$ cat config.mk
export PLATFORM = sky130hd
export DESIGN_NAME = asg_linear
export DESIGN_NICKNAME = d
export VERILOG_FILES = /design/src/asg_linear.sv
export SDC_FILE = /design/constraint.sdc
export NUM_CORES = 1
export LEC_CHECK = 0
export BUFFER_PORTS_ARGS = -buffer_cell sky130_fd_sc_hd__buf_2
export CORE_ASPECT_RATIO = 1.2
export CORE_MARGIN = 5
export CORE_UTILIZATION = 50
export CTS_BUF_LIST = sky130_fd_sc_hd__clkbuf_8
export DETAILED_ROUTE_END_ITERATION = 10
export PLACE_DENSITY = 0.69
export RECOVER_POWER = 50
export SKIP_LAST_GASP = 1
export SYNTH_ARGS = -nofsm -noshare
export SYNTH_HDL_FRONTEND = slang
export SYNTH_SLANG_ARGS = --single-unit
$ cat constraint.sdc
create_clock -name bus -period 0.8 [get_ports bus]
set_input_delay 0.12 -clock bus [delete_from_list [all_inputs] [get_ports bus]]
set_output_delay 0.12 -clock bus [all_outputs]
set_load 0.02 [all_outputs]
$ cat src/asg_linear.sv
// gain and offset stage, out = sat(in * mul / 2**(DW-2) + sum)
// unity gain is 2**(DW-2), so gain tops out just under 2
// product is floored by the arithmetic shift
// one register stage for data and valid

`timescale 1ns/1ps

module asg_linear #(
  parameter int unsigned DW = 14
) (
  input  logic                 bus,
  input  logic                 arst_n,
  input  logic signed [DW-1:0] dat_in,
  input  logic                 vld_in,
  input  logic signed [DW-1:0] cfg_mul,
  input  logic signed [DW-1:0] cfg_sum,
  output logic signed [DW-1:0] dat,
  output logic                 dat_vld
);

  logic signed [2*DW-1:0] mul_full;
  logic signed [DW+2:0]   sum_full;
  logic                   in_range;
  logic signed [DW-1:0]   sat;

  // full product, scaled back to sample range plus growth bits
  assign mul_full = dat_in * cfg_mul;
  assign sum_full = (DW+3)'(mul_full >>> (DW - 2)) + (DW+3)'(cfg_sum);

  // fits when the bits above the sign all copy it
  assign in_range = (sum_full[DW+2:DW-1] == '0) || (sum_full[DW+2:DW-1] == '1);

  // clip to the signed limits
  always_comb begin
    if (in_range) begin
      sat = sum_full[DW-1:0];
    end else if (sum_full[DW+2]) begin
      sat = {1'b1, {(DW-1){1'b0}}};
    end else begin
      sat = {1'b0, {(DW-1){1'b1}}};
    end
  end

  always_ff @(posedge bus) begin
    dat <= sat;
  end

  always_ff @(posedge bus or negedge arst_n) begin
    if (!arst_n) begin
      dat_vld <= 1'b0;
    end else begin
      dat_vld <= vld_in;
    end
  end

endmodule

* Word level (Yosys, flattened, before mapping)
Cells that the tools add are included.
W data, S select, Z words.
** Word-level totals
- Bits in registers :: 15
- Input bits :: 45
- Output and inout port bits :: 15
- Word-level logic and storage cells :: 9
** Operators by class
- Add/subtract/negate cells :: 1
- $mul :: 1
- Equal/unequal tests :: 1
- Multiplexer cells :: 2
- Reductions and logical operators :: 2
** Operators with widths (count)
- $mul A14 B14 Y28 :: 1
- $mux W14 :: 2
- $add A16 B14 Y17 :: 1
- $eq A4 B4 Y1 const B :: 1
- $logic_not A4 Y1 :: 1
- $logic_or A1 B1 Y1 :: 1

* Longest topological paths before layout
Gate-level depths: netlist of the first run.
- Word-level depth :: 5
- Mapped depth :: 33
- Gate-level depth less buffers :: 31

* Least setup slack after synthesis of the first run
OpenSTA, ideal clock, no wires.
- Path type :: input to register
- Start point :: input port dat_in[13]
- End point :: register dat[5]
- Data arrival time :: 7.125 ns
- Data required time :: 0.681 ns
- Path slack :: -6.443 ns
- Stages on the path :: 29
- Path buffers :: 2
- Cell sequence :: clkbuf_1 > nand2_1 > inv_1 > fa_1 > fa_1 > fa_1 > fa_1 > fa_1 > inv_1 > fa_1 > inv_1 > ha_1 > a211oi_1 > nand2_1 > a31o_2 > a2111o_1 > a31oi_1 > o21ai_0 > xor2_1 > ha_1 > a21o_1 > a31oi_1 > a21boi_0 > a31o_2 > a21oi_1 > xor2_1 > o31ai_4 > buf_6 > a21oi_1
** On the way
- Longest elaborated chain between the ends :: 5
- Elaborated cells between the ends (all ways) :: 7
- Classes of those cells :: add/sub (1); mul (1); eq/ne (1); mux (2); reduce/logical (2)
** Ends and longest elaborated chain
- start: declaration :: line 13 : input logic signed [DW-1:0] dat_in,
- $mul A14 B14 Y28 (*) :: line 27 : assign mul_full = dat_in * cfg_mul;
- $add A16 B14 Y17 (*) :: line 28 : assign sum_full = (DW+3)'(mul_full >>> (DW - 2)) + (DW+3)'(cfg_sum);
- $eq A4 B4 Y1 or $logic_not A4 Y1 (tied branches) :: line 31 : assign in_range = (sum_full[DW+2:DW-1] == '0) || (sum_full[DW+2:DW-1] == '1);
- $logic_or A1 B1 Y1 :: line 31
- $mux W14 (*) :: line 35 : if (in_range) begin
- net sat[5] :: line 24 : logic signed [DW-1:0] sat;
- end signal: assignment :: line 45 : dat <= sat;
- end: declaration :: line 17 : output logic signed [DW-1:0] dat,
Mark *: on every way through the listed nets, which the timed path passes. The rest lies on a longest branch.

* Worst setup path in the final report of the first run
- Start point :: input port cfg_mul[2]
- End point :: register dat[1]
** On the way
- Longest elaborated chain between the ends :: 5
- Elaborated cells between the ends (all ways) :: 7
- Classes of those cells :: add/sub (1); mul (1); eq/ne (1); mux (2); reduce/logical (2)
** Ends and longest elaborated chain
- start: declaration :: line 15 : input logic signed [DW-1:0] cfg_mul,
- $mul A14 B14 Y28 (*) :: line 27
- $add A16 B14 Y17 (*) :: line 28
- $eq A4 B4 Y1 or $logic_not A4 Y1 (tied branches) :: line 31
- $logic_or A1 B1 Y1 :: line 31
- $mux W14 (*) :: line 35
- net sat[1] :: line 24
Marked as above.

==> results.txt, run 1 <==
outcome = finished with violations
failing checks = negative setup slack
Layout Nets = 1440
Critical Path Source = cfg_mul[2]
startpoint types = primary input
Cells after Synth = 916
Critical Path RT = 940 ps
pre-CTS setup slack = -6550 ps
cell at the slowest stage of the critical path = fa_1
worst slew pin tran = 281 ps
Crit Path Category = primary input to flip-flop
crit path capture type = flip-flop
CTS tree = built
unique cell type count in the Yosys netlist = 48
core area = 16300 um2
global-route wire length before repair = 34.1 mm
synth warn = 0
share of layout cells above drive strength 1 = 29.2%
Final ANT Viol Nets = 0
dpl hpwl = 16.6 mm
number of synthesized flops with an enable pin = 0
post-synthesis simple-gate area fraction = 14.8%
Cells after DPL = 1305
final WL = 19.4 mm
GRT Resource Usage Total = 21.3%
# rows = 51
Period minus WS final = 6960 ps
syn_area_per_cell = 9.15 um2
RSZ-0062 raised after global routing = true
DR WL/cell = 14.6 um
clk root buf = clkbuf_8
Sink Count = 15
Clock Pin Slew Worst Setup and Hold Paths = 60 ps
Post-Synth XOR/XNOR Area = 4.08%
initial antenna violation count = 0
Layout area overhead = 28.8%
vias per cell = 4.99
most common cell after layout, fill and taps aside = inv_1
Final Hold Vio Count = 0
worst rel slew slack = 81.1%
most frequent cells in the layout = inv_1 (224), fa_1 (186), buf_4 (159)
Crit Path Max Fanout = 8
initial core utilization = 51.3%
compound-gate portion of the synthesized area = 7.05%
Die X = 128 um
total gr overflow = 0
drc violations = 0
min-delay worst type = primary input to asynchronous set/reset pin
most used flip-flop cell after synthesis = dfxtp_1
Async S/R FF share, synth = 6.67%
period utilisation layout = 870%
port buffer count = 59
Layout Cells excl Fill = 1329
Placer Congestion = 0.853
# IOs = 60
largest net degree at the start of global routing = 14
fmax = 0.144 GHz
Arr. time, crit path = 7090 ps
Vias = 6635
DRT iter0 DRCs = 242
cts bufs inserted = 3
Max Buffers Root-to-Sink = 2
Post-Synth Adder-Cell Area = 58.8%
Synth Cell Area = 8380 um2
post-route cell area = 10800 um2
syn nets = 1238
sequential fraction of the synthesis area = 3.64%
largest family of logic cells by synthesized area = adder cells
Setup WS post-layout = -6160 ps
vias in the first global route = 7608
Synth Register Bits = 15
Antenna diodes = 0
Max-Cap Viols = 0
Die Y = 152 um
Final setup viols = 23
fin. max-slew vios = 0
CP peak stage delay = 520 ps
die area = 19500 um2
Pre-antenna DRT Iters = 4
DP Area = 10100 um2
mux cell area share after synthesis = 0%
Clock H-tree levels = 1
final timing paths:
path / to / slack (ps) / cells after the start
max: dat[1]$_DFF_P_ / -6160 / 33
min: dat_vld$_DFF_PN0_ / 170 / 2
max in group asynchronous: dat_vld$_DFF_PN0_ / 520 / 2
min in group bus: dat[0]$_DFF_P_ / 250 / 4
synth_stat cells (all sizes together), types with 2 or more instances:
master  count  share of area (%)
a211oi      5               0.45
a21o        8               0.75
a21oi      32                2.0
a221o       2               0.24
a31o        2               0.21
a31oi       5               0.37
and2      107                8.0
and3        3               0.24
buf         3               0.27
clkbuf     26                1.2
dfxtp      14                3.3
fa        195                 47
ha         82                 12
inv       226                 10
nand2      86                3.9
nand2b      8               0.60
nand3       3               0.18
nand4       4               0.30
nor2       21               0.94
nor2b       3               0.22
nor3        3               0.18
o21ai      21                1.3
o21bai      3               0.27
xnor2      28                2.9
xor2       11                1.1
metrics by stage:
stage	hold WS [ps]	TNS, ps	util, %
6_report	171	-85340	66.1
5_1_grt	174	-90860	66.1
4_1_cts	174	-84860	65.6
3_5_place_dp	-99.6	-90900	61.7
3_3_place_gp	-106	-90000	61.7
2_1_floorplan	-176	-85790	-
state kept, by name, summed over array words and instances, names as in the netlist:
name / count
dat_vld: 1
dat: 14
layout make-up:
type | count | area (um2)
clock buffer | 3 | 41.3
clock inverter | 1 | 3.75
fill | 1322 | 5540
inverter | 227 | 853
multi-input combinational | 645 | 7440
sequential | 15 | 320
tap | 212 | 265
timing repair buffer | 226 | 1870
repair_timing:
action,CTS,global route
endpoints found under the hold margin,2,0
hold buffers,2,0
setup buffers,11,6
gates resized for setup,138,19
endpoints found under the setup margin,29,29
pin swaps,23,12
cloned,2,1
critical path: cells and delay by family:
kind	cells	cell delay (ps)
AOI/OAI and AO/OA	11	2150
xor gates and xnor gates	2	280
and+or+nand+nor	4	420
buffers and inverters	8	610
adders and majority gates	8	3470
routing by layer:
| metal | global-route usage [%] | vias up | routed length (um) |
|---|---|---|---|
| li1 | - | 3120 | - |
| met1 | 22.8 | 3359 | 6600 |
| met2 | 42.6 | 110 | 11500 |
| met3 | 1.44 | 46 | 422 |
| met4 | 7.18 | 0 | 874 |
| met5 | 0 | - | 0 |
logic make-up after synthesis:
family / after synthesis
buffers and inverters: 256
AND/OR/NAND/NOR: 241
AO/OA/AOI/OAI: 88
XOR/XNOR: 39
flip-flops: 15
adder cells (fa/ha/maj): 277
Power of run 1 is not shown: default switching activity piles up to over one toggle a cycle in this logic, so the estimate is an artifact.
==> run 2, diff against run 1 <==
Settings changed: BUFFER_PORTS_ARGS -buffer_cell sky130_fd_sc_hd__buf_2 to not set, DONT_BUFFER_PORTS set to 1, PLACE_DENSITY 0.69 to 0.66.
==> results.txt, run 2 (synthesized netlist as in run 1, its figures left out) <==
Placer Congestion = 0.882 (+3.5%)
Antenna diodes = 0 (unchanged)
cts bufs inserted = 3 (unchanged)
total gr overflow = 0 (unchanged)
register with the most flip-flops = dat
Clock Pin Slew Worst Setup and Hold Paths = 60 ps (about the same)
vias per cell = 5.16 (+3.3%)
CP top delay family = adder cells
Layout area overhead = 15.5%
failing checks = negative setup slack
GRT Resource Usage Total = 20.7% (-0.61 points)
fmax = 0.145 GHz (+0.78%)
Filler Cell Count = 1481 (+12%)
RSZ-0062 raised after global routing = true
Pre-antenna DRT Iters = 4 (unchanged)
share of layout cells above drive strength 1 = 18.1% (-11 points)
Final ANT Viol Nets = 0 (unchanged)
startpoint types = primary input
initial core utilization = 51.3% (unchanged)
most frequent cells in the layout = inv_1 (226), fa_1 (193), and2_1 (104)
die area = 19500 um2 (unchanged)
fin. max-slew vios = 0 (unchanged)
worst rel slew slack = 78.0% (-3.1 points)
largest registers = dat (14), dat_vld (1)
final WL = 18.4 mm (-5.2%)
CTS tree = built
global-route wire length before repair = 33.0 mm (-3.3%)
DRT iter0 DRCs = 190 (-21%)
Setup WS post-layout = -6100 ps (+53.7 ps)
buffers plus inverters on the worst setup path = 6 (-2)
Layout Nets = 1321 (-8.3%)
Clock H-tree levels = 1 (unchanged)
drc violations = 0 (unchanged)
CP peak stage delay = 530 ps (about the same)
Crit Path Max Fanout = 14 (+6)
max FFs per register = 14 (unchanged)
Max-Cap Viols = 0 (unchanged)
Arr. time, crit path = 7040 ps (-50 ps)
period utilisation layout = 863% (-6.7 points)
outcome = finished with violations
worst slew pin tran = 329 ps (+48.0 ps)
Die X = 128 um (unchanged)
Die Y = 152 um (unchanged)
Final setup viols = 15 (-35%)
crit path capture type = flip-flop
Critical Path RT = 940 ps (about the same)
Crit Path Category = primary input to flip-flop
clk root buf = clkbuf_8
min-delay worst type = primary input to asynchronous set/reset pin
Max Buffers Root-to-Sink = 2 (unchanged)
cell at the slowest stage of the critical path = fa_1
most common cell after layout, fill and taps aside = inv_1
vias in the first global route = 7177 (-5.7%)
Final Hold Vio Count = 0 (unchanged)
Vias = 6240 (-6.0%)
DR WL/cell = 15.2 um (+4.1%)
Sink Count = 15 (unchanged)
# IOs = 60 (unchanged)
dpl hpwl = 15.9 mm (-4.7%)
port buffer count = 0 (-100%)
# rows = 51 (unchanged)
core area = 16300 um2 (unchanged)
cell mode on critical path = fa_1
Hold WS = 76.8 ps (-94.1 ps)
Period minus WS final = 6900 ps (-53.7 ps)
initial antenna violation count = 0 (unchanged)
largest net degree at the start of global routing = 15 (+1)
run 2: cell count changes in the layout (fill, tap and decap cells not counted), sizes merged:
cell	change
buf	-118
bufbuf	-1
inv	-1
clkinv	+1
run 2: final cells by class:
class,count,area (um2),area share [%]
Inverter,227,852,8.81
Clock buffer,3,41.3,0.427
Multi-Input combinational cell,645,7350,75.9
Sequential cell,15,324,3.35
Tap cell,212,265,2.74
Timing Repair Buffer,107,842,8.70
Clock inverter,1,5.00,0.0517
run 2: worst paths after layout:
path	cells past startpoint	start	slack, ps	end
min in group bus	3	cfg_sum[0]	180	dat[0]$_DFF_P_
setup / recovery	29	cfg_mul[2]	-6100	dat[2]$_DFF_P_
max in group asynchronous	1	arst_n	610	dat_vld$_DFF_PN0_
hold / removal	1	arst_n	80	dat_vld$_DFF_PN0_
run 2: per-layer routing:
metal	vias up	GRT usage, %	share of wire, %
met3	58	2.73	3.0
met5	-	0	0
met2	118	38.6	56
met4	0	9.15	5.3
met1	3182	22.9	36
li1	2882	-	-
run 2: metrics by stage:
| step | util [%] | std cells | TNS, ps | instance area, um2 | setup slack (ps) |
|---|---|---|---|---|---|
| after floorplan | - | 916 | -85790 | 8530 | -6220 |
| after global placement | 57.4 | 1197 | -87340 | 9380 | -6290 |
| after detailed placement | 57.4 | 1197 | -88620 | 9380 | -6390 |
| after CTS | 58.4 | 1205 | -84060 | 9540 | -6060 |
| after global routing | 59.2 | 1210 | -88770 | 9680 | -6400 |
| final | 59.2 | 1210 | -84500 | 9680 | -6100 |
run 2: repair_timing:
action | 4_1_cts | 5_1_grt
pin swaps | 3 | 19
gates resized for setup | 23 | 18
hold buffers | 2 | 0
cloned | 0 | 1
setup buffers | 2 | 4
endpoints found under the hold margin | 2 | 0
setup endpoints to repair | 29 | 17
Power of run 2 is left out for the same reason.
