<file path="src/asg_pkg.sv">
// shared widths, register map and core states for the generator
// register offsets are decoded on the low 6 address bits only,
// so the register block aliases every 64 bytes below the table window

package asg_pkg;

  // system bus
  localparam int unsigned BUS_DW = 32;
  localparam int unsigned BUS_AW = 16;

  typedef logic [BUS_DW-1:0] bus_data_t;
  typedef logic [BUS_AW-1:0] bus_addr_t;

  // address bit selecting the waveform table
  localparam int unsigned TBL_BIT = 15;

  // register offset decode width
  localparam int unsigned REG_AW = 6;

  // register offsets
  localparam logic [REG_AW-1:0] REG_CTL = 6'h00;
  localparam logic [REG_AW-1:0] REG_TRG = 6'h04;
  localparam logic [REG_AW-1:0] REG_SIZ = 6'h10;
  localparam logic [REG_AW-1:0] REG_OFF = 6'h14;
  localparam logic [REG_AW-1:0] REG_STP = 6'h18;
  localparam logic [REG_AW-1:0] REG_BST = 6'h20;
  localparam logic [REG_AW-1:0] REG_BDL = 6'h24;
  localparam logic [REG_AW-1:0] REG_BIL = 6'h28;
  localparam logic [REG_AW-1:0] REG_BNM = 6'h2c;
  localparam logic [REG_AW-1:0] REG_MUL = 6'h30;
  localparam logic [REG_AW-1:0] REG_SUM = 6'h34;

  // burst idle length and repetition count
  localparam int unsigned BIL_W = 32;
  localparam int unsigned BNM_W = 16;

  typedef logic [BIL_W-1:0] bil_t;
  typedef logic [BNM_W-1:0] bnm_t;

  // read pointer FSM
  typedef enum logic [2:0] {
    IDLE,
    RUN,
    BURST_DATA,
    BURST_IDLE,
    DONE
  } core_state_t;

endpackage

</file>
<file path="src/asg_regs.sv">
// configuration registers of the generator
// every access answers one cycle later, no wait states
// REG_CTL bits are self clearing strobes and read back as zero
// all fields read back zero extended, gain and offset included

`timescale 1ns/1ps

module asg_regs import asg_pkg::*; #(
  parameter int unsigned CWM = 10,
  parameter int unsigned CWF = 16,
  parameter int unsigned TN  = 4,
  parameter int unsigned DW  = 14
) (
  input  logic               bus,
  input  logic               arst_n,
  input  logic               wen,
  input  logic               ren,
  input  bus_addr_t          addr,
  input  bus_data_t          wdata,
  output bus_data_t          rdata,
  output logic               ack,
  output logic               tbl_sel_q,
  output logic               ctl_rst,
  output logic               trg_swo,
  output logic [TN-1:0]      cfg_trg,
  output logic [CWM+CWF-1:0] cfg_siz,
  output logic [CWM+CWF-1:0] cfg_off,
  output logic [CWM+CWF-1:0] cfg_stp,
  output logic               cfg_ben,
  output logic               cfg_inf,
  output logic [CWM-1:0]     cfg_bdl,
  output bil_t               cfg_bil,
  output bnm_t               cfg_bnm,
  output logic [DW-1:0]      cfg_mul,
  output logic [DW-1:0]      cfg_sum
);

  // fixed point pointer width
  localparam int unsigned PW = CWM + CWF;

  logic              reg_wr;
  logic              reg_rd;
  logic [REG_AW-1:0] ofs;

  assign ofs    = addr[REG_AW-1:0];
  assign reg_wr = wen & ~addr[TBL_BIT];
  assign reg_rd = ren & ~addr[TBL_BIT];

  // control strobes, live only during the write cycle
  assign ctl_rst = reg_wr & (ofs == REG_CTL) & wdata[0];
  assign trg_swo = reg_wr & (ofs == REG_CTL) & wdata[1];

  //////////////////////////////////////////////////////////////////////
  // handshake
  //////////////////////////////////////////////////////////////////////

  always_ff @(posedge bus or negedge arst_n) begin
    if (!arst_n) begin
      ack       <= 1'b0;
      tbl_sel_q <= 1'b0;
    end else begin
      // table accesses are acknowledged by the buffer
      ack       <= reg_wr | reg_rd;
      // steers rdata in the top level during the ack cycle
      tbl_sel_q <= addr[TBL_BIT];
    end
  end

  //////////////////////////////////////////////////////////////////////
  // write decode
  //////////////////////////////////////////////////////////////////////

  always_ff @(posedge bus or negedge arst_n) begin
    if (!arst_n) begin
      cfg_trg <= '0;
      cfg_siz <= '0;
      cfg_off <= '0;
      cfg_stp <= '0;
      cfg_ben <= 1'b0;
      cfg_inf <= 1'b0;
      cfg_bdl <= '0;
      cfg_bil <= '0;
      cfg_bnm <= '0;
      // unity gain
      cfg_mul <= DW'(1) << (DW - 2);
      cfg_sum <= '0;
    end else if (reg_wr) begin
      // each field masked to its own width
      case (ofs)
        REG_TRG: cfg_trg <= wdata[TN-1:0];
        REG_SIZ: cfg_siz <= wdata[PW-1:0];
        REG_OFF: cfg_off <= wdata[PW-1:0];
        REG_STP: cfg_stp <= wdata[PW-1:0];
        REG_BST: begin
          cfg_ben <= wdata[0];
          cfg_inf <= wdata[1];
        end
        REG_BDL: cfg_bdl <= wdata[CWM-1:0];
        REG_BIL: cfg_bil <= wdata[BIL_W-1:0];
        REG_BNM: cfg_bnm <= wdata[BNM_W-1:0];
        REG_MUL: cfg_mul <= wdata[DW-1:0];
        REG_SUM: cfg_sum <= wdata[DW-1:0];
        default: ;
      endcase
    end
  end

  //////////////////////////////////////////////////////////////////////
  // read back
  //////////////////////////////////////////////////////////////////////

  always_ff @(posedge bus) begin
    if (reg_rd) begin
      case (ofs)
        REG_TRG: rdata <= bus_data_t'(cfg_trg);
        REG_SIZ: rdata <= bus_data_t'(cfg_siz);
        REG_OFF: rdata <= bus_data_t'(cfg_off);
        REG_STP: rdata <= bus_data_t'(cfg_stp);
        REG_BST: rdata <= bus_data_t'({cfg_inf, cfg_ben});
        REG_BDL: rdata <= bus_data_t'(cfg_bdl);
        REG_BIL: rdata <= bus_data_t'(cfg_bil);
        REG_BNM: rdata <= bus_data_t'(cfg_bnm);
        REG_MUL: rdata <= bus_data_t'(cfg_mul);
        REG_SUM: rdata <= bus_data_t'(cfg_sum);
        // REG_CTL and holes
        default: rdata <= '0;
      endcase
    end
  end

endmodule

</file>
<file path="config.mk">
export PLATFORM = sky130hd
export DESIGN_NAME = asg_regs
export DESIGN_NICKNAME = d
export VERILOG_FILES = /design/src/asg_pkg.sv /design/src/asg_regs.sv
export SDC_FILE = /design/constraint.sdc
export NUM_CORES = 1
export LEC_CHECK = 0
export ABC_AREA = 1
export BUFFER_PORTS_ARGS = -buffer_cell sky130_fd_sc_hd__buf_2
export CAP_MARGIN = 25
export CORE_MARGIN = 4
export CORE_UTILIZATION = 47
export CTS_CLUSTER_SIZE = 10
export DETAILED_ROUTE_END_ITERATION = 8
export PLACE_DENSITY = 0.76
export SLEW_MARGIN = 20
export SYNTH_ARGS = -nofsm -noshare
export SYNTH_HDL_FRONTEND = slang
export SYNTH_SLANG_ARGS = --single-unit
export TNS_END_PERCENT = 30
</file>
<file path="constraint.sdc">
create_clock -name bus -period 1.2 [get_ports bus]
set_input_delay 0.24 -clock bus [delete_from_list [all_inputs] [get_ports bus]]
set_output_delay 0.24 -clock bus [all_outputs]
set_load 0.05 [all_outputs]
</file>
### Word-level counts from Yosys, hierarchy flattened

Index checks and enable logic that the tools add are counted.

* bitwise operators: 7
* reductions and logical operators: 11
* equal/unequal tests: 10
* muxes and demuxes: 1

Operator list (count)
* case mux 32 bit (10 select lines): 1
* equality test 6 bit (second input constant): 6
* AND reduction 2 bit: 10
* equality test 6 x 5 -> 1 bit (second input constant): 3
* equality test 6 x 3 -> 1 bit (second input constant): 1
* logical NOT 6 bit: 1
* AND 1 bit: 5
* inverter 1 bit: 1
* bitwise OR 1 bit: 1

* bits of input ports: 52
* register bits after elaboration: 204
* word-level logic and storage cells: 43

### Logic depth before layout (Yosys ltp)

* depth after elaboration: 4
* gate-level depth with buffers: 9
* depth with buffers taken out: 8

### Worst setup path before layout

No wires, ideal clock.

* path type: input to register
* from: input ren
* to: register rdata[0], enable pin
* setup time: 422 ps
* stages: 2
* setup slack: -865 ps
* required time: 778 ps
* path buffers: 0
* arrival time: 1643 ps
* cells stage by stage: inv_1 nor2_1

* longest elaborated chain between the ends: 1

Ends and longest elaborated chain
* start: declaration: line asg_regs.sv:17 `input logic ren,`
* AND 1 bit: line asg_regs.sv:47 `assign reg_rd = ren & ~addr[TBL_BIT];`
* net reg_rd: line asg_regs.sv:42 `logic reg_rd;`
* end signal: assignment: line asg_regs.sv:115 `REG_TRG: rdata <= bus_data_t'(cfg_trg);`
* end signal: assignment: line asg_regs.sv:116 `REG_SIZ: rdata <= bus_data_t'(cfg_siz);`
* end signal: assignment: line asg_regs.sv:117 `REG_OFF: rdata <= bus_data_t'(cfg_off);`
* end: declaration: line asg_regs.sv:20 `output bus_data_t rdata,`

The timed path passes the listed nets, and every way through them passes these cells.
A chain may end at the register's enable or synchronous reset.

### Worst setup path after layout

* from: register cfg_mul[12]
* to: output cfg_mul[12]

RTL lines
* start: declaration: line asg_regs.sv:34 `output logic [DW-1:0] cfg_mul,`
* start signal: assignment: line asg_regs.sv:85 `cfg_mul <= DW'(1) << (DW - 2);`
* start signal: assignment: line asg_regs.sv:101 `REG_MUL: cfg_mul <= wdata[DW-1:0];`

No word-level cell between the ends.

==> flow_summary.toml <==
[outcome]
status = "finished with violations"
violations = "negative setup slack"

[critical_path]
crit_chain = "buf_8"
reg2reg_depth = 6
crit_type = "register to primary output"
worst-path-buf-inv = 1
r2r_end = "rdata[1]$_DFFE_PP_"
slowest_stage = "dfstp_2"
cp.depth = 1
cp_slowest_stage_delay_ns = 0.56
worst-path-max-fanout = 2
rr_startpoint = "cfg_trg[1]$_DFFE_PN0P_"
r2r_setup_slack_ns = -0.02
cp.arrival_ns = 1.22
cp.required_ns = 0.96
critPathTopFamily = "flip-flops"
cp-start-kind = "register"
end_kind = "primary output"

[timing]
slew-limit-headroom_pct = 72.0
drv_slew = 0
tightest_slew_ns = 0.420
fin_crit_sh_pct = 122
fin_skew_ns = 0.0108
period_minus_slack_ns = 1.46
setup_viol = 207
rsz0062_at_grt = "true"
fmax_mhz = 685
hold_violations = 0
setup_ws_ns = -0.260

[yosys]
syn_inst = 970
synth-adder-area-share_pct = 0
ys_top_cells_by_area = "dfrtp_1, nand2_1, edfxtp_1, o21ai_0, nor2_1"
synthArstFlopShare_pct = 84.3
synth_top_family_by_area = "simple AND/OR/NAND/NOR gates"
syn_nets = 1022
ys_seq_elements = 204
synth_top_area_cell = "dfrtp_1"
ys.flop_type = "dfrtp_1"
ys_seq_area_share_pct = 60.5
synth_xor_xnor_area_share_pct = 0
synth_enable_flop_cells = 32
synth_compound_area_share_pct = 10.2
yosysMostFrequentCell = "nand2_1"
yosys.area_share.simple_pct = 24.0
yosysTopAreaCellShare_pct = 49.2
syn_area_sq_um = 8700
synthMuxAreaShare_pct = 0
yosys_warnings = 0
synth_cell_types = 22
syn_area_per_cell_sq_um = 8.97
yosys-top-cells-count = "nand2_1, dfrtp_1, o21ai_0"

[power]
p_leak_nw = 6.90
power.density_nw_per_um2 = 1410
peakVddDrop_v = 0.00117

[placed_design]
dp_worst_setup_slack_ns = -0.406
routabilityCongestion = 0.900
detailed_place_hpwl_mm = 19.5
io_buffer_count = 248

[worst_hold_path]
min_to = "cfg_stp[20]$_DFFE_PN0P_"
worstHoldPathCells = 3
min-delay-start = "wdata[20]"
min_path_type = "input pin to register"

[global_routing]
grt.overflow.total = 0
grt_use_total_pct = 28.4
gr-usage-met2_pct = 47.4
grt_pass1_wl_mm = 46.1
grt_max_degree = 45
grt_pass1_vias = 8485
antenna_found_initial = 0
use_met1_pct = 36.3
grt_util_met3_pct = 6.05
grt.busiest_layer = "met2"

[die]
io_pins = 258
die-area_sq_um = 20800
die_w_microns = 144
start_util_pct = 48.1
core_area_sq_um = 18100
placementRows = 49
die_height_microns = 144

[final_layout]
syn_to_final_growth_pct = 56.1
num_antenna_cells = 0
drive_gt1_share_pct = 33.9
nets = 1411
utilization_pct = 75.1

[routing]
vias_per_cell = 5.38
route.detailed.drc = 0
routed_wl_mm = 30.8
via_count = 8635
wl_per_cell_microns = 19.2
drt-initial-drc-count = 833
final_antenna_net_count = 0
dr.pass1.iters = 5

[cts]
cts_tree = "built"
clk_latency_ns = 0.50
cts_made_buffers = 24
cts_max_path_buffers = 3
cts-root-buf = "clkbuf_16"
cts.sinks = 204
htree_num_levels = 1
clk_pin_slew_ns = 0.06

[run]
maxCapViolCount = 0
## kinds of logic after synthesis
logic type      Yosys count
simple gates            483
flops                   204
buf+inv                 106
compound gates          177
## flip-flops by register name (all words and copies together) (netlist names)
| register | flops |
|---|---|
| cfg_bil | 32 |
| rdata | 32 |
| cfg_off | 26 |
| cfg_siz | 26 |
| cfg_stp | 26 |
| cfg_bnm | 16 |
| cfg_mul | 14 |
| cfg_sum | 14 |
| cfg_bdl | 10 |
| cfg_trg | 4 |
| ack | 1 |
| cfg_ben | 1 |
| cfg_inf | 1 |
| tbl_sel_q | 1 |
## where the power goes
| group | leakage (nW) | total, mW | internal [mW] | switching (mW) |
|---|---|---|---|---|
| Clock | 0.332 | 6.55 | 3.86 | 2.69 |
| Sequential | 2.61 | 8.06 | 7.55 | 0.508 |
| Combinational | 3.96 | 4.61 | 1.68 | 2.93 |
| Total | 6.90 | 19.2 | 13.1 | 6.13 |
## layout make-up
cell class | instances | area [sq um]
flip-flops and latches | 204 | 5270
fillers | 1174 | 4500
repair buffers | 408 | 4070
multi-input cells | 660 | 3040
clock buffers | 42 | 689
well taps | 229 | 287
inverters | 61 | 231
clock inverters | 1 | 5.00
## how the worst max path moves through the flow
stage | startpoint | endpoint | slack, ns
after global routing | cfg_mul[12]$_DFFE_PN1P_ | cfg_mul[12] | -0.30
after detailed placement | addr[1] | cfg_siz[18]$_DFFE_PN0P_ | -0.41
final | cfg_mul[12]$_DFFE_PN1P_ | cfg_mul[12] | -0.26
after floorplan | addr[1] | ctl_rst | -0.22
after global placement | addr[1] | cfg_siz[2]$_DFFE_PN0P_ | -0.36
after CTS | cfg_mul[12]$_DFFE_PN1P_ | cfg_mul[12] | -0.26
## routing by layer
| layer | vias to the layer above | part of all wire [%] |
|---|---|---|
| li1 | 3919 | - |
| met1 | 4102 | 38 |
| met2 | 494 | 50 |
| met3 | 120 | 8.4 |
| met4 | 0 | 4.4 |
| met5 | - | 0 |
## layout by cell type (no fill, tap or decap)
| cell | synthesis | routed |
|---|---|---|
| nand2_1 | 339 | 338 |
| dlygate4sd3_1 | 0 | 9 |
| inv_1 | 56 | 54 |
| a21oi_1 | 7 | 7 |
| nand3_2 | 1 | 2 |
| inv_2 | 5 | 6 |
| nand2_4 | 5 | 7 |
| nand3_1 | 35 | 34 |
| buf_12 | 0 | 20 |
| inv_4 | 0 | 1 |
| buf_8 | 0 | 3 |
| nand4_1 | 23 | 23 |
| edfxtp_1 | 32 | 32 |
| nor2_4 | 8 | 13 |
| nor3b_1 | 1 | 1 |
| clkbuf_1 | 14 | 17 |
| dfrtp_1 | 171 | 171 |
| buf_2 | 24 | 34 |
| buf_4 | 0 | 130 |
| nand2_2 | 7 | 6 |
| clkinv_2 | 0 | 1 |
| buf_6 | 4 | 212 |
| nor2_8 | 3 | 3 |
| dfstp_2 | 1 | 1 |
| clkbuf_16 | 0 | 25 |
| o21ai_1 | 42 | 42 |
| o21ai_0 | 128 | 128 |
| nor2_2 | 0 | 3 |
| nor2_1 | 61 | 53 |
## through the flow
stage,cells,hold WS (ns),power (mW),TNS [ns],cell area (sq um)
2_1_floorplan,970,-0.0556,10.4,-2.35,8760
3_3_place_gp,1461,0.120,11.5,-58.77,10700
3_5_place_dp,1461,0.124,11.6,-64.64,10700
4_1_cts,1565,0.0128,19.0,-26.01,13300
5_1_grt,1605,0.0346,19.9,-29.44,13600
6_report,1605,0.0286,19.2,-23.12,13600
## timing repair
| action | CTS | global route |
|---|---|---|
| gates resized for setup | 432 | 7 |
| endpoints found under the setup margin | 206 | 211 |
| buffers inserted | 52 | 40 |
| endpoints found under the hold margin | 179 | 0 |
| hold buffers | 9 | 0 |
| pin swaps | 6 | 7 |
No activity file was read; power rests on OpenSTA's default activity.
