### src/asg_pkg.sv
// shared widths, register map and core states for the generator
// register offsets are decoded on the low 6 address bits only,
// so the register block aliases every 64 bytes below the table window

package asg_pkg;

  // system bus
  localparam int unsigned BUS_DW = 32;
  localparam int unsigned BUS_AW = 16;

  typedef logic [BUS_DW-1:0] bus_data_t;
  typedef logic [BUS_AW-1:0] bus_addr_t;

  // address bit selecting the waveform table
  localparam int unsigned TBL_BIT = 15;

  // register offset decode width
  localparam int unsigned REG_AW = 6;

  // register offsets
  localparam logic [REG_AW-1:0] REG_CTL = 6'h00;
  localparam logic [REG_AW-1:0] REG_TRG = 6'h04;
  localparam logic [REG_AW-1:0] REG_SIZ = 6'h10;
  localparam logic [REG_AW-1:0] REG_OFF = 6'h14;
  localparam logic [REG_AW-1:0] REG_STP = 6'h18;
  localparam logic [REG_AW-1:0] REG_BST = 6'h20;
  localparam logic [REG_AW-1:0] REG_BDL = 6'h24;
  localparam logic [REG_AW-1:0] REG_BIL = 6'h28;
  localparam logic [REG_AW-1:0] REG_BNM = 6'h2c;
  localparam logic [REG_AW-1:0] REG_MUL = 6'h30;
  localparam logic [REG_AW-1:0] REG_SUM = 6'h34;

  // burst idle length and repetition count
  localparam int unsigned BIL_W = 32;
  localparam int unsigned BNM_W = 16;

  typedef logic [BIL_W-1:0] bil_t;
  typedef logic [BNM_W-1:0] bnm_t;

  // read pointer FSM
  typedef enum logic [2:0] {
    IDLE,
    RUN,
    BURST_DATA,
    BURST_IDLE,
    DONE
  } core_state_t;

endpackage

### src/asg_core.sv
// read pointer and burst FSM of the generator
// trg_ext is taken as synchronous to bus, no synchronizer inside
// cfg_stp is expected below cfg_siz, one wrap per step at most
// burst data length or count of zero behaves as one

`timescale 1ns/1ps

module asg_core import asg_pkg::*; #(
  parameter int unsigned CWM = 10,
  parameter int unsigned CWF = 16,
  parameter int unsigned TN  = 4
) (
  input  logic               bus,
  input  logic               arst_n,
  input  logic [TN-1:0]      trg_ext,
  input  logic               trg_swo,
  input  logic               ctl_rst,
  input  logic [TN-1:0]      cfg_trg,
  input  logic [CWM+CWF-1:0] cfg_siz,
  input  logic [CWM+CWF-1:0] cfg_off,
  input  logic [CWM+CWF-1:0] cfg_stp,
  input  logic               cfg_ben,
  input  logic               cfg_inf,
  input  logic [CWM-1:0]     cfg_bdl,
  input  bil_t               cfg_bil,
  input  bnm_t               cfg_bnm,
  output logic [CWM-1:0]     rd_addr,
  output logic               rd_vld,
  output logic               trg_out
);

  localparam int unsigned PW = CWM + CWF;

  core_state_t     state;
  logic [PW-1:0]   ptr;
  logic [PW:0]     ptr_sum;
  logic [PW-1:0]   ptr_nxt;
  logic            wrap;
  logic [CWM-1:0]  dcnt;
  logic [CWM-1:0]  dcnt_nxt;
  bil_t            icnt;
  bil_t            icnt_nxt;
  bnm_t            ncnt;
  bnm_t            ncnt_nxt;
  logic            data_end;
  logic            burst_last;
  logic [TN-1:0]   trg_q;
  logic            start;

  //////////////////////////////////////////////////////////////////////
  // trigger detection
  //////////////////////////////////////////////////////////////////////

  always_ff @(posedge bus or negedge arst_n) begin
    if (!arst_n) begin
      trg_q <= '0;
    end else begin
      trg_q <= trg_ext;
    end
  end

  // rising edge on any enabled input, or software
  assign start = trg_swo | (|(trg_ext & ~trg_q & cfg_trg));

  //////////////////////////////////////////////////////////////////////
  // pointer arithmetic
  //////////////////////////////////////////////////////////////////////

  // one extra bit so the compare sees the carry
  assign ptr_sum = {1'b0, ptr} + {1'b0, cfg_stp};
  assign wrap    = ptr_sum >= {1'b0, cfg_siz};
  // fraction carries across the wrap
  assign ptr_nxt = wrap ? PW'(ptr_sum - {1'b0, cfg_siz}) : ptr_sum[PW-1:0];
  assign rd_addr = ptr[PW-1:CWF];

  // burst counters
  assign dcnt_nxt   = dcnt + 1'b1;
  assign icnt_nxt   = icnt + 1'b1;
  assign ncnt_nxt   = ncnt + 1'b1;
  assign data_end   = dcnt_nxt >= cfg_bdl;
  assign burst_last = ~cfg_inf & (ncnt_nxt >= cfg_bnm);

  //////////////////////////////////////////////////////////////////////
  // FSM
  //////////////////////////////////////////////////////////////////////

  always_ff @(posedge bus or negedge arst_n) begin
    if (!arst_n) begin
      state   <= IDLE;
      ptr     <= '0;
      dcnt    <= '0;
      icnt    <= '0;
      ncnt    <= '0;
      rd_vld  <= 1'b0;
      trg_out <= 1'b0;
    end else if (ctl_rst) begin
      // software reset wins over everything
      state   <= IDLE;
      ptr     <= cfg_off;
      dcnt    <= '0;
      icnt    <= '0;
      ncnt    <= '0;
      rd_vld  <= 1'b0;
      trg_out <= 1'b0;
    end else begin
      trg_out <= 1'b0;
      case (state)
        IDLE: begin
          if (start) begin
            ptr     <= cfg_off;
            dcnt    <= '0;
            ncnt    <= '0;
            rd_vld  <= 1'b1;
            trg_out <= 1'b1;
            state   <= cfg_ben ? BURST_DATA : RUN;
          end
        end
        RUN: begin
          // period marker on every wrap
          ptr     <= ptr_nxt;
          trg_out <= wrap;
        end
        BURST_DATA: begin
          ptr  <= ptr_nxt;
          dcnt <= dcnt_nxt;
          if (data_end) begin
            dcnt <= '0;
            ncnt <= ncnt_nxt;
            if (burst_last) begin
              state  <= DONE;
              rd_vld <= 1'b0;
            end else if (cfg_bil == '0) begin
              // back to back bursts
              ptr     <= cfg_off;
              trg_out <= 1'b1;
            end else begin
              state  <= BURST_IDLE;
              icnt   <= '0;
              rd_vld <= 1'b0;
            end
          end
        end
        BURST_IDLE: begin
          icnt <= icnt_nxt;
          if (icnt_nxt >= cfg_bil) begin
            state   <= BURST_DATA;
            ptr     <= cfg_off;
            rd_vld  <= 1'b1;
            trg_out <= 1'b1;
          end
        end
        // DONE waits for ctl_rst
        default: ;
      endcase
    end
  end

endmodule

### config.mk
export PLATFORM = sky130hd
export DESIGN_NAME = asg_core
export DESIGN_NICKNAME = d
export VERILOG_FILES = /design/src/asg_pkg.sv /design/src/asg_core.sv
export SDC_FILE = /design/constraint.sdc
export NUM_CORES = 1
export LEC_CHECK = 0
export BUFFER_PORTS_ARGS = -buffer_cell sky130_fd_sc_hd__buf_2
export CORE_MARGIN = 3
export CORE_UTILIZATION = 45
export CTS_CLUSTER_SIZE = 8
export DETAILED_ROUTE_END_ITERATION = 6
export PLACE_DENSITY_LB_ADDON = 0.05
export SLEW_MARGIN = 5
export SYNTH_ARGS = -nofsm -noshare
export SYNTH_HDL_FRONTEND = slang
export SYNTH_SLANG_ARGS = --single-unit
### constraint.sdc
create_clock -name bus -period 7.1 [get_ports bus]
set_input_delay 1.42 -clock bus [delete_from_list [all_inputs] [get_ports bus]]
set_output_delay 1.42 -clock bus [all_outputs]
set_load 0.01 [all_outputs]
# After elaboration in Yosys (flattened, before gate mapping)
# Cells that the tools add are included.
# classes
reduce_logical	12
n_lt_le_gt_ge	4
mux	43
bitwise	6
n_eq_ne	9
add_sub_neg	5
# op_table
op	count
26-bit 2-to-1 mux	7
32-bit 2-to-1 mux	4
26-bit one-hot mux with 4 select lines	1
32-bit one-hot mux with 2 select lines	1
16-bit 2-to-1 mux	3
32-bit by 1-bit adder with 32-bit output, second input constant	1
32-bit greater-or-equal comparator	1
32-bit logical NOT	1
16-bit one-hot mux with 2 select lines	1
10-bit 2-to-1 mux	3
26-bit by 26-bit adder with 27-bit output	1
27-bit by 26-bit greater-or-equal comparator with 1-bit output	1
26-bit subtractor	1
10-bit one-hot mux with 2 select lines	1
3-bit 2-to-1 mux	6
16-bit by 1-bit adder with 16-bit output, second input constant	1
16-bit greater-or-equal comparator	1
3-bit inequality test, second input constant	5
1-bit 2-to-1 mux	12
10-bit by 1-bit adder with 10-bit output, second input constant	1
10-bit greater-or-equal comparator	1
3-bit one-hot mux with 3 select lines	1
4-bit AND	2
3-bit by 2-bit == test with 1-bit output, second input constant	2
other kinds (18)	20
# word_totals
word_cells	87
regBits	93
in_bits	150
output_inout_bits	12

# Longest topological paths before layout
# Gate-level depths: netlist of run 1.
# logic_depth
word_depth	8
ltp_mapped	24
mapped_depth_nobuf	21

# Least setup slack after synthesis of run 1
# Ideal clock, no wire load.
# synth_path
path_type	input to register
start	input cfg_stp[5]
end	register ptr[11]
cell_stages	20
path_slack_ns	0.988
t_required_ns	6.971
arrival_time_ns	5.983
setup_time_ns	0.129
path_cell_list	ha_1 a21o_1 or3_1 o211a_1 a31o_4 a21bo_2 a2111oi_0 nor3_1 xor2_1 ha_1 and4_1 and3_1 a211o_1 a211oi_4 nor2_2 nor2_8 buf_12 mux2i_1 a211oi_1 a2111o_1
# synth_via
elab_chain_cells	8
# synth_rtl
item	line	text
start: declaration	asg_core.sv:21	input logic [CWM+CWF-1:0] cfg_stp,
26-bit by 26-bit adder with 27-bit output *	asg_core.sv:70	assign ptr_sum = {1'b0, ptr} + {1'b0, cfg_stp};
26-bit subtractor or 27-bit by 26-bit greater-or-equal comparator with 1-bit output (tied branches)	asg_core.sv:73, asg_core.sv:71	
26-bit 2-to-1 mux *	asg_core.sv:73	assign ptr_nxt = wrap ? PW'(ptr_sum - {1'b0, cfg_siz}) : ptr_sum[PW-1:0];
26-bit 2-to-1 mux	asg_core.sv:132	end else if (cfg_bil == '0) begin
26-bit 2-to-1 mux	asg_core.sv:129	if (burst_last) begin
26-bit 2-to-1 mux	asg_core.sv:126	if (data_end) begin
26-bit one-hot mux with 4 select lines *	asg_core.sv:107	case (state)
26-bit 2-to-1 mux *	asg_core.sv:96	end else if (ctl_rst) begin
end signal: assignment	asg_core.sv:99	ptr <= cfg_off;
end signal: assignment	asg_core.sv:110	ptr <= cfg_off;
end signal: assignment	asg_core.sv:134	ptr <= cfg_off;
end: declaration	asg_core.sv:35	logic [PW-1:0] ptr;
# Every way passes the cells marked *; elsewhere a longest branch is shown, timed or not.
# A chain may end at the register's enable or synchronous reset.

# Final worst setup path of run 1
# layout_path
start	input cfg_stp[5]
end	register ptr[18]
# The elaborated chain is that of the path after synthesis.

==> results of run 1 <==
state kept, by name (all words and copies together) (netlist names):
register and count:
trg_out 1, ncnt 16, dcnt 10, icnt 32
state 3, rd_vld 1, trg_q 4, ptr 26
worst max-delay path: stages:
cell,delay (ps)
buf_2,100
ha_1,340
a21o_1,210
or3_1,320
o211a_1,240
a31o_4,280
a21bo_2,220
a2111oi_0,410
nor3_1,110
xor2_1,210
ha_1,320
and4_1,220
and3_1,160
a211o_1,340
a211oi_4,250
nor2_2,160
nor2_8,410
buf_4,250
mux2i_1,250
a21oi_1,100
a211o_1,260
cells in the mapped netlist (8+ instances only):
master	instances	share of area, %
nand3_1	34	1.7
inv_1	105	4.0
o211ai_1	11	0.84
dfrtp_1	93	24
a211o_1	8	0.71
a22o_1	20	1.8
xor2_1	34	3.0
nor4_1	11	0.70
clkbuf_1	36	1.4
a211oi_1	21	1.6
and3_1	33	2.1
a21oi_1	77	3.9
nand4_1	20	1.3
a31oi_1	10	0.64
ha_1	113	14
nand2b_1	17	1.1
nand2_1	102	3.9
buf_4	10	0.77
o31ai_1	10	0.77
a2111o_1	11	1.3
a21o_1	38	2.9
mux2i_1	21	2.1
xnor2_1	60	5.4
nor2_1	99	3.8
nor3_1	22	1.1
o21ai_0	85	4.3
metrics by stage:
| step | setup slack [ps] | cells | instance area (sq um) | hold WS, ps | util, % |
|---|---|---|---|---|---|
| 6_report | 754 | 1630 | 11100 | 505 | 52.1 |
| 4_1_cts | 755 | 1628 | 11100 | 509 | 52.1 |
| 5_1_grt | 466 | 1629 | 11100 | 528 | 52.1 |
| 3_3_place_gp | 468 | 1612 | 10800 | 486 | 50.7 |
| 2_1_floorplan | 988 | 1224 | 9810 | 469 | - |
| 3_5_place_dp | 385 | 1612 | 10800 | 493 | 50.7 |
final cells by class:
type | instances | area [sq um] | area share (%)
antenna | 2 | 5.00 | 0.0452
clock buffer | 11 | 243 | 2.19
clock inverter | 5 | 66.3 | 0.599
inverter | 105 | 394 | 3.56
multi-input combinational | 971 | 6830 | 61.7
sequential | 93 | 2330 | 21.0
tap | 275 | 344 | 3.11
timing repair buffer | 168 | 861 | 7.78
layer usage:
layer	track usage (%)	routed length [um]	vias to the layer above
met5	0	0	-
met4	5.63	449	0
met3	2.45	1260	25
met2	41.6	14000	203
met1	31.5	12700	4346
li1	-	-	4667
cell families after synthesis:
kind of cell	count (synthesis)
xor gates and xnor gates	94
and+or+nand+nor	378
AOI/OAI and AO/OA	358
buffers and inverters	160
muxes	26
DFF	93
adders and majority gates	115
power by group:
group          total, uW  switching (uW)  internal [uW]
clock network        527             239            288
logic               3750            2210           1550
registers            748             114            633
total               5030            2560           2470
worst paths after layout:
path / start / end / slack (ps) / cells after the start
max: cfg_stp[5] / ptr[18] / 750 / 21
min: ptr[15] / ptr[15] / 500 / 1
max reg2reg: ptr[5] / ptr[18] / 1530 / 20
min reg2reg: ptr[15] / ptr[15] / 500 / 1
max in group asynchronous: arst_n / dcnt[0] / 4900 / 2
min in group asynchronous: arst_n / ptr[20] / 1010 / 1
==> flow_summary.toml, run 1 <==
[floorplan]
core_area_sq_um = 21200
die-height_um = 154
dieArea_sq_um = 23600
rows = 53
initial_core_util_pct = 46.2
ios = 162
dieWidth_um = 154

[cells_and_area]
drive_above_1_share_pct = 15.2
final_nets = 1613
fillers = 2142
layout_commonest_cell = "buf_2"
syn_to_final_growth_pct = 12.8
layout_common_cells = "160 x buf_2, 113 x ha_1, 105 x inv_1, 102 x nand2_1, 99 x nor2_1"

[yosys]
ys_ff_latch = 93
synth_top_family_by_area = "compound AO/OA/AOI/OAI gates"
yosys.cell_types.count = 72
async_flop_share_pct = 100
synth_area_per_cell_sq_um = 8.01
yosysWarningCount = 0
synth_compound_gate_area_share_pct = 24.9
synth_cells = 1224
yosys-mux-area-fraction_pct = 2.72
ys.flop_type = "dfrtp_1"
synth-edff-count = 0
synthesis.nets = 1489
synth_fa_ha_area_share_pct = 14.8
synth_simple_gate_area_share_pct = 18.7
syn-cell-area_sq_um = 9810
synth_xor_area_share_pct = 8.39
ys_seq_area_share_pct = 23.7

[clock_network]
numCtsBuffers = 9
cts_root_buf = "clkbuf_16"
cts.clk_slew.worst_paths_ps = 80
post_cts_buffers = 0
cts_tree = "done"
clk_latency_ps = 360
cts_sinks = 93
cts_resized = 0
postCtsHoldBufs = 0
clockBufferDepth = 2
cts_max_level = 3

[drt]
wirelength_mm = 28.4
drtPass1Iterations = 4
dr_total_vias = 9241
dr.first_iter.drc_count = 456
drc = 0
final_antenna_net_count = 0
wire_per_inst_um = 17.4
viasPerCell = 5.67

[timing]
slew_violations = 0
max_slew.worst_pin.slew_ps = 1010
max_slew_margin_pct = 32.9
setup_violations = 0
rsz0062_at_grt = "no"
min_period_over_period_pct = 89.4
totalNegativeSetupSlack_ps = 0
finalHoldViolCount = 0
layout_min_cycle_time_ps = 6350
fin_skew_ps = 12.2
fmaxAchievable_ghz = 0.158

[setup_path]
start_kind = "primary input"
arrival_ps = 6590
path_max_fanout = 18
end_kind = "register"
critical_path_required_ps = 7350
crit_type = "in2reg"

[global_route]
antenna_found_initial = 1
globalRouteOverflowTotal = 0
gr-usage-all-layers_pct = 23.7
grt_first_pass_wirelength_mm = 46.2
grt_max_degree = 64
grt_pass1_vias = 9176

[placement]
port_buffers = 161
gp_congestion = 0.917
dp_hpwl_mm = 22.1

[min_path]
hp-class = "reg2reg"

[pwr]
ir_drop_uv = 228
powerDensity_nw_per_um2 = 454
power_uw = 5030
p_leak_uw = 0.00581

[job]
maxCapViolCount = 0

[run_status]
run_status = "finished, final reports clean"
No activity file was read; power rests on OpenSTA's default activity.
==> run 2: changes to the inputs <==
--- a/config.mk
+++ b/config.mk
@@ -7,7 +7,7 @@
 export LEC_CHECK = 0
 export BUFFER_PORTS_ARGS = -buffer_cell sky130_fd_sc_hd__buf_2
 export CORE_MARGIN = 3
-export CORE_UTILIZATION = 45
+export CORE_UTILIZATION = 59
 export CTS_CLUSTER_SIZE = 8
 export DETAILED_ROUTE_END_ITERATION = 6
 export PLACE_DENSITY_LB_ADDON = 0.05
==> constraint.sdc (replaced) <==
create_clock -name bus -period 6.5 [get_ports bus]
set_input_delay 0.325 -clock bus [delete_from_list [all_inputs] [get_ports bus]]
set_output_delay 0.325 -clock bus [all_outputs]
set_load 0.01 [all_outputs]
==> run 2 against run 1 <==
  * Total power grew 8.4%
  * Worst hold slack lost 420 ps
  * Final area shrank 0.56%
  * First-iteration DRC count grew 42%
  * Via count grew 2.6%
  * Sequential power grew 8.7%
  * Flip-flop and latch count is the same
  * Wire length shrank 4.2%
  * Critical path type is now reg2reg
  * Largest power group unchanged
==> flow_summary.toml, run 2 (synthesis gave the netlist of run 1 again) <==
[global_route]
globalRouteOverflowTotal = 0
grt_max_degree = 65
gr-usage-all-layers_pct = 29.6
grt_pass1_vias = 9275
antenna_found_initial = 1
grt_first_pass_wirelength_mm = 44.0

[cells_and_area]
multi_input_area_sq_um = 6820
drive_above_1_share_pct = 15.3
syn_to_final_growth_pct = 12.2
layout_commonest_cell = "buf_2"
fin_area_sq_um = 11000
regArea_sq_um = 2330
fin_util_pct = 68.5
largest_reg_flops = 32
final_nets = 1616
largest_register = "icnt"
layout_common_cells = "160 x buf_2, 113 x ha_1, 105 x inv_1, 102 x nand2_1, 99 x nor2_1"
final_cells = 1573
fillers = 1401
largestRegisters = "icnt (32), ptr (26), ncnt (16)"

[pwr]
ir_drop_uv = 262
p_leak_uw = 0.00581
internal_power_uw = 2650
power_uw = 5450
switching_power_uw = 2800
p_seq_share_pct = 14.9
clockPowerShare_pct = 10.2
comb_power_share_pct = 74.9
switching_share_pct = 51.4
powerDensity_nw_per_um2 = 495

[setup_path]
max_stage_delay_ps = 490
crit_slowest_cell = "nor2_8"
crit_buf_inv = 0
start_kind = "register"
critical_path_required_ps = 6740
cp_top_family = "compound AO/OA/AOI/OAI gates"
arrival_ps = 5910
crit_path_cell_trace = "ha_1, a21o_1, or3_1, o211a_1, a31o_4, a21bo_2, a2111oi_0, nor3_1, xor2_1, ha_1, and4_1, and3_1, a211o_1, a211oi_4, nor2_2, nor2_8, mux2i_1, a211oi_1, a2111o_1"
path_common_cell = "ha_1"
path_max_fanout = 25
end_kind = "register"
crit_type = "reg2reg"

[clock_network]
cts.clk_slew.worst_paths_ps = 80
cts_tree = "done"
clockBufferDepth = 2
cts_resized = 0
cts_max_level = 3
clk_latency_ps = 360
numCtsBuffers = 9
cts_sinks = 93
cts_root_buf = "clkbuf_16"

[timing]
max_slew_margin_pct = 34.3
min_period_over_period_pct = 87.2
rsz0062_at_grt = "no"
fmaxAchievable_ghz = 0.176
fin_skew_ps = 11.1
slew_violations = 0
totalNegativeSetupSlack_ps = 0
layout_min_cycle_time_ps = 5670
max_slew.worst_pin.slew_ps = 986
setup_violations = 0
finalHoldViolCount = 0

[drt]
wirelength_mm = 27.2
drtPass1Iterations = 6
wire_per_inst_um = 17.3
viasPerCell = 6.03
dr.first_iter.drc_count = 647
drc = 0
dr_total_vias = 9480
final_antenna_net_count = 0

[floorplan]
die-height_um = 135
ios = 162
initial_core_util_pct = 61.1
dieWidth_um = 135
dieArea_sq_um = 18200
core_area_sq_um = 16100
rows = 46

[placement]
place_area_sq_um = 10700
port_buffers = 161
gp_congestion = 0.932
dp_hpwl_mm = 21.1
post-place-cells = 1555

[run_status]
run_status = "finished, final reports clean"

[min_path]
hp-class = "in2reg"

[job]
maxCapViolCount = 0
## run 2: power groups by stage
stage	clock network, uW	logic (uW)	registers [uW]
after global placement	0	3970	820
after CTS	560	4030	809
final	556	4080	813
after floorplan	0	3280	763
after detailed placement	0	4010	820
after global routing	583	4490	824
## run 2: path summary, 6_finish.rpt
kind	start	endpoint	slack, ps	depth (start not counted)
worst max-delay path	ptr[5]	ptr[13]	830	19
max in group asynchronous	arst_n	ncnt[9]	4870	3
worst max register to register	ptr[5]	ptr[13]	830	19
worst min-delay path	trg_ext[2]	trg_q[2]	80	1
worst min register to register	rd_vld	rd_vld	510	1
min in group asynchronous	arst_n	ptr[12]	450	2
## run 2: through the flow
| step | worst slack [ps] | hold slack [ps] |
|---|---|---|
| after floorplan | 1460 | 29.4 |
| after global placement | 956 | 298 |
| after detailed placement | 842 | 296 |
| after CTS | 887 | 73.8 |
| after global routing | 549 | 70.5 |
| final | 834 | 80.9 |
## run 2: final cells by class
type                            instances  share of cell area [%]
Multi-Input combinational cell        971                    62.0
Sequential cell                        93                    21.2
Timing Repair Buffer                  171                    8.05
Inverter                              105                    3.58
Tap cell                              216                    2.46
Clock buffer                            9                    2.05
Clock inverter                          7                   0.694
Antenna cell                            1                  0.0227
## run 2: timing repair
item / 4_1_cts / 5_1_grt
buffers inserted: 0 / 0
setup endpoints to repair: 0 / 0
endpoints found under the hold margin: 29 / 0
hold buffers: 1 / 0
## run 2: routing by layer
layer,vias to the layer above,track usage [%],part of all wire (%)
met1,4452,38.2,43
met3,50,3.73,5.6
met5,-,0,0
met4,0,9.74,2.4
met2,307,51.7,49
li1,4671,-,-
==> run 3: changes to the inputs <==
--- a/config.mk
+++ b/config.mk
@@ -10,7 +10,7 @@
 export CORE_UTILIZATION = 59
 export CTS_CLUSTER_SIZE = 8
 export DETAILED_ROUTE_END_ITERATION = 6
-export PLACE_DENSITY_LB_ADDON = 0.05
+export PLACE_DENSITY = 0.85
 export SLEW_MARGIN = 5
 export SYNTH_ARGS = -nofsm -noshare
 export SYNTH_HDL_FRONTEND = slang
==> constraint.sdc (replaced) <==
create_clock -name bus -period 6.5 [get_ports bus]
set_input_delay 0.325 -clock bus [delete_from_list [all_inputs] [get_ports bus]]
set_output_delay 0.325 -clock bus [all_outputs]
set_load 0.02 [all_outputs]
==> run 3 against run 2 <==
  * Worst hold slack worse by 1.0 ps
  * Global-route usage barely moved
  * First-iteration DRC count is 6.0% higher
  * Largest power group unchanged
==> flow_summary.toml, run 3 (synthesis gave the netlist of run 1 again) <==
[drt]
wirelength_mm = 27.1
wire_per_inst_um = 17.2
drc = 0
final_antenna_net_count = 0
viasPerCell = 6.11
dr_total_vias = 9621
dr.first_iter.drc_count = 686
drtPass1Iterations = 5

[setup_path]
path_common_cell = "ha_1"
r2r_start = "ptr[5]"
crit_path_cell_trace = "ha_1, a21o_1, or3_1, o211a_1, a31o_4, a21bo_2, a2111oi_0, nor3_1, xor2_1, ha_1, and4_1, and3_1, a211o_1, a211oi_4, nor2_2, nor2_8, mux2i_1, a211oi_1, a2111o_1"
reg2reg_to = "ptr[5]"
path_max_fanout = 25
end_kind = "register"
crit_slowest_cell = "a2111oi_0"
critical_path_required_ps = 6740
max_stage_delay_ps = 520
reg2reg_depth = 19
crit_type = "reg2reg"
regToRegSetupSlack_ps = 670
start_kind = "register"
arrival_ps = 6070

[timing]
fmaxAchievable_ghz = 0.171
min_period_over_period_pct = 89.8
layout_min_cycle_time_ps = 5830
max_slew.worst_pin.slew_ps = 1110
rsz0062_at_grt = "no"
slew_violations = 0
totalNegativeSetupSlack_ps = 0
finalHoldViolCount = 0
setup_violations = 0
setup_slack_ps = 665
whs_ps = 79.9
max_slew_margin_pct = 25.9
fin_skew_ps = 11.5

[placement]
dp_slack_ps = 734
gp_congestion = 0.976
port_buffers = 161
dp_hpwl_mm = 20.9

[cells_and_area]
largestRegisters = "icnt (32), ptr (26), ncnt (16)"
syn_to_final_growth_pct = 12.1
fin_util_pct = 68.5
largest_reg_flops = 32
layout_commonest_cell = "buf_2"
final_nets = 1616
layout_common_cells = "160 x buf_2, 113 x ha_1, 105 x inv_1, 102 x nand2_1, 99 x nor2_1"
largest_register = "icnt"
fillers = 1328
drive_above_1_share_pct = 15.3

[floorplan]
core_area_sq_um = 16100
rows = 46
die-height_um = 135
initial_core_util_pct = 61.1
dieArea_sq_um = 18200
ios = 162
dieWidth_um = 135

[min_path]
hold_start = "trg_ext[0]"
min_to = "trg_q[0]"
hp-class = "in2reg"
hold_depth = 1

[job]
maxCapViolCount = 0

[global_route]
antenna_found_initial = 3
grt_first_pass_wirelength_mm = 44.0
grt_pass1_vias = 9270
grt_max_degree = 80
gr-usage-all-layers_pct = 29.6
globalRouteOverflowTotal = 0

[pwr]
ir_drop_uv = 291
comb_power_share_pct = 75.5
switching_share_pct = 51.9
p_leak_uw = 0.00581
p_seq_share_pct = 14.7
clockPowerShare_pct = 9.8
switching_power_uw = 2850
powerDensity_nw_per_um2 = 500
internal_power_uw = 2650
power_uw = 5500

[run_status]
run_status = "finished, final reports clean"

[clock_network]
cts_max_level = 3
clk_latency_ps = 360
cts.clk_slew.worst_paths_ps = 80
cts_sinks = 93
numCtsBuffers = 9
clockBufferDepth = 2
cts_tree = "done"
cts_root_buf = "clkbuf_16"
==> run 3: area by class of cell <==
cell class / count / area (sq um) / share of cell area (%)
multi-input combinational: 971 / 6820 / 62.0
sequential: 93 / 2330 / 21.2
timing repair buffer: 171 / 886 / 8.05
inverter: 105 / 394 / 3.58
tap: 216 / 270 / 2.46
clock buffer: 9 / 225 / 2.05
clock inverter: 7 / 70.1 / 0.637
antenna: 2 / 5.00 / 0.0455
==> run 3: routing by layer <==
metal  part of all wire (%)  vias to the layer above  global-route usage (%)
li1                       -                     4680                       -
met1                     43                     4484                    39.6
met2                     45                      380                    47.2
met3                    8.1                       73                    5.33
met4                    3.6                        4                    13.2
met5                  0.099                        -                       0
==> run 3: worst max path at each step <==
stage / from / to / slack, ps / cells past startpoint
2_1_floorplan: ptr[5] / ptr[11] / 1460 / 20
3_3_place_gp: cfg_stp[5] / ptr[15] / 970 / 20
3_5_place_dp: cfg_stp[5] / ptr[5] / 730 / 20
4_1_cts: ptr[5] / ptr[5] / 770 / 19
5_1_grt: ptr[5] / ptr[16] / 460 / 19
6_report: ptr[5] / ptr[5] / 670 / 19
==> run 3: what timing repair did <==
| action | in CTS | in global routing |
|---|---|---|
| setup buffers | 0 | 0 |
| hold buffers | 1 | 0 |
| hold endpoints to repair | 14 | 0 |
| setup endpoints to repair | 0 | 0 |
| resized for setup | 0 | 0 |
==> run 3: power by group through the flow <==
stage	registers, uW	clock network, uW	logic, uW
2_1_floorplan	767	0	3310
4_1_cts	803	542	4070
3_5_place_dp	814	0	4030
6_report	809	537	4150
3_3_place_gp	812	0	3950
5_1_grt	819	566	4530
==> run 3: stage by stage <==
| stage | cell area [sq um] | std cells |
|---|---|---|
| after floorplan | 9810 | 1224 |
| after global placement | 10700 | 1555 |
| after detailed placement | 10700 | 1555 |
| after CTS | 11000 | 1572 |
| after global routing | 11000 | 1573 |
| final | 11000 | 1574 |
==> run 3: worst max-delay path, delay by kind of cell, from the launching register on <==
kind | cells | cell delay, ps
AND/OR/NAND/NOR | 6 | 1510
AO/OA/AOI/OAI | 9 | 2640
adder cells (fa/ha/maj) | 2 | 660
multiplexers | 1 | 320
flip-flops | 1 | 390
XOR/XNOR | 1 | 220
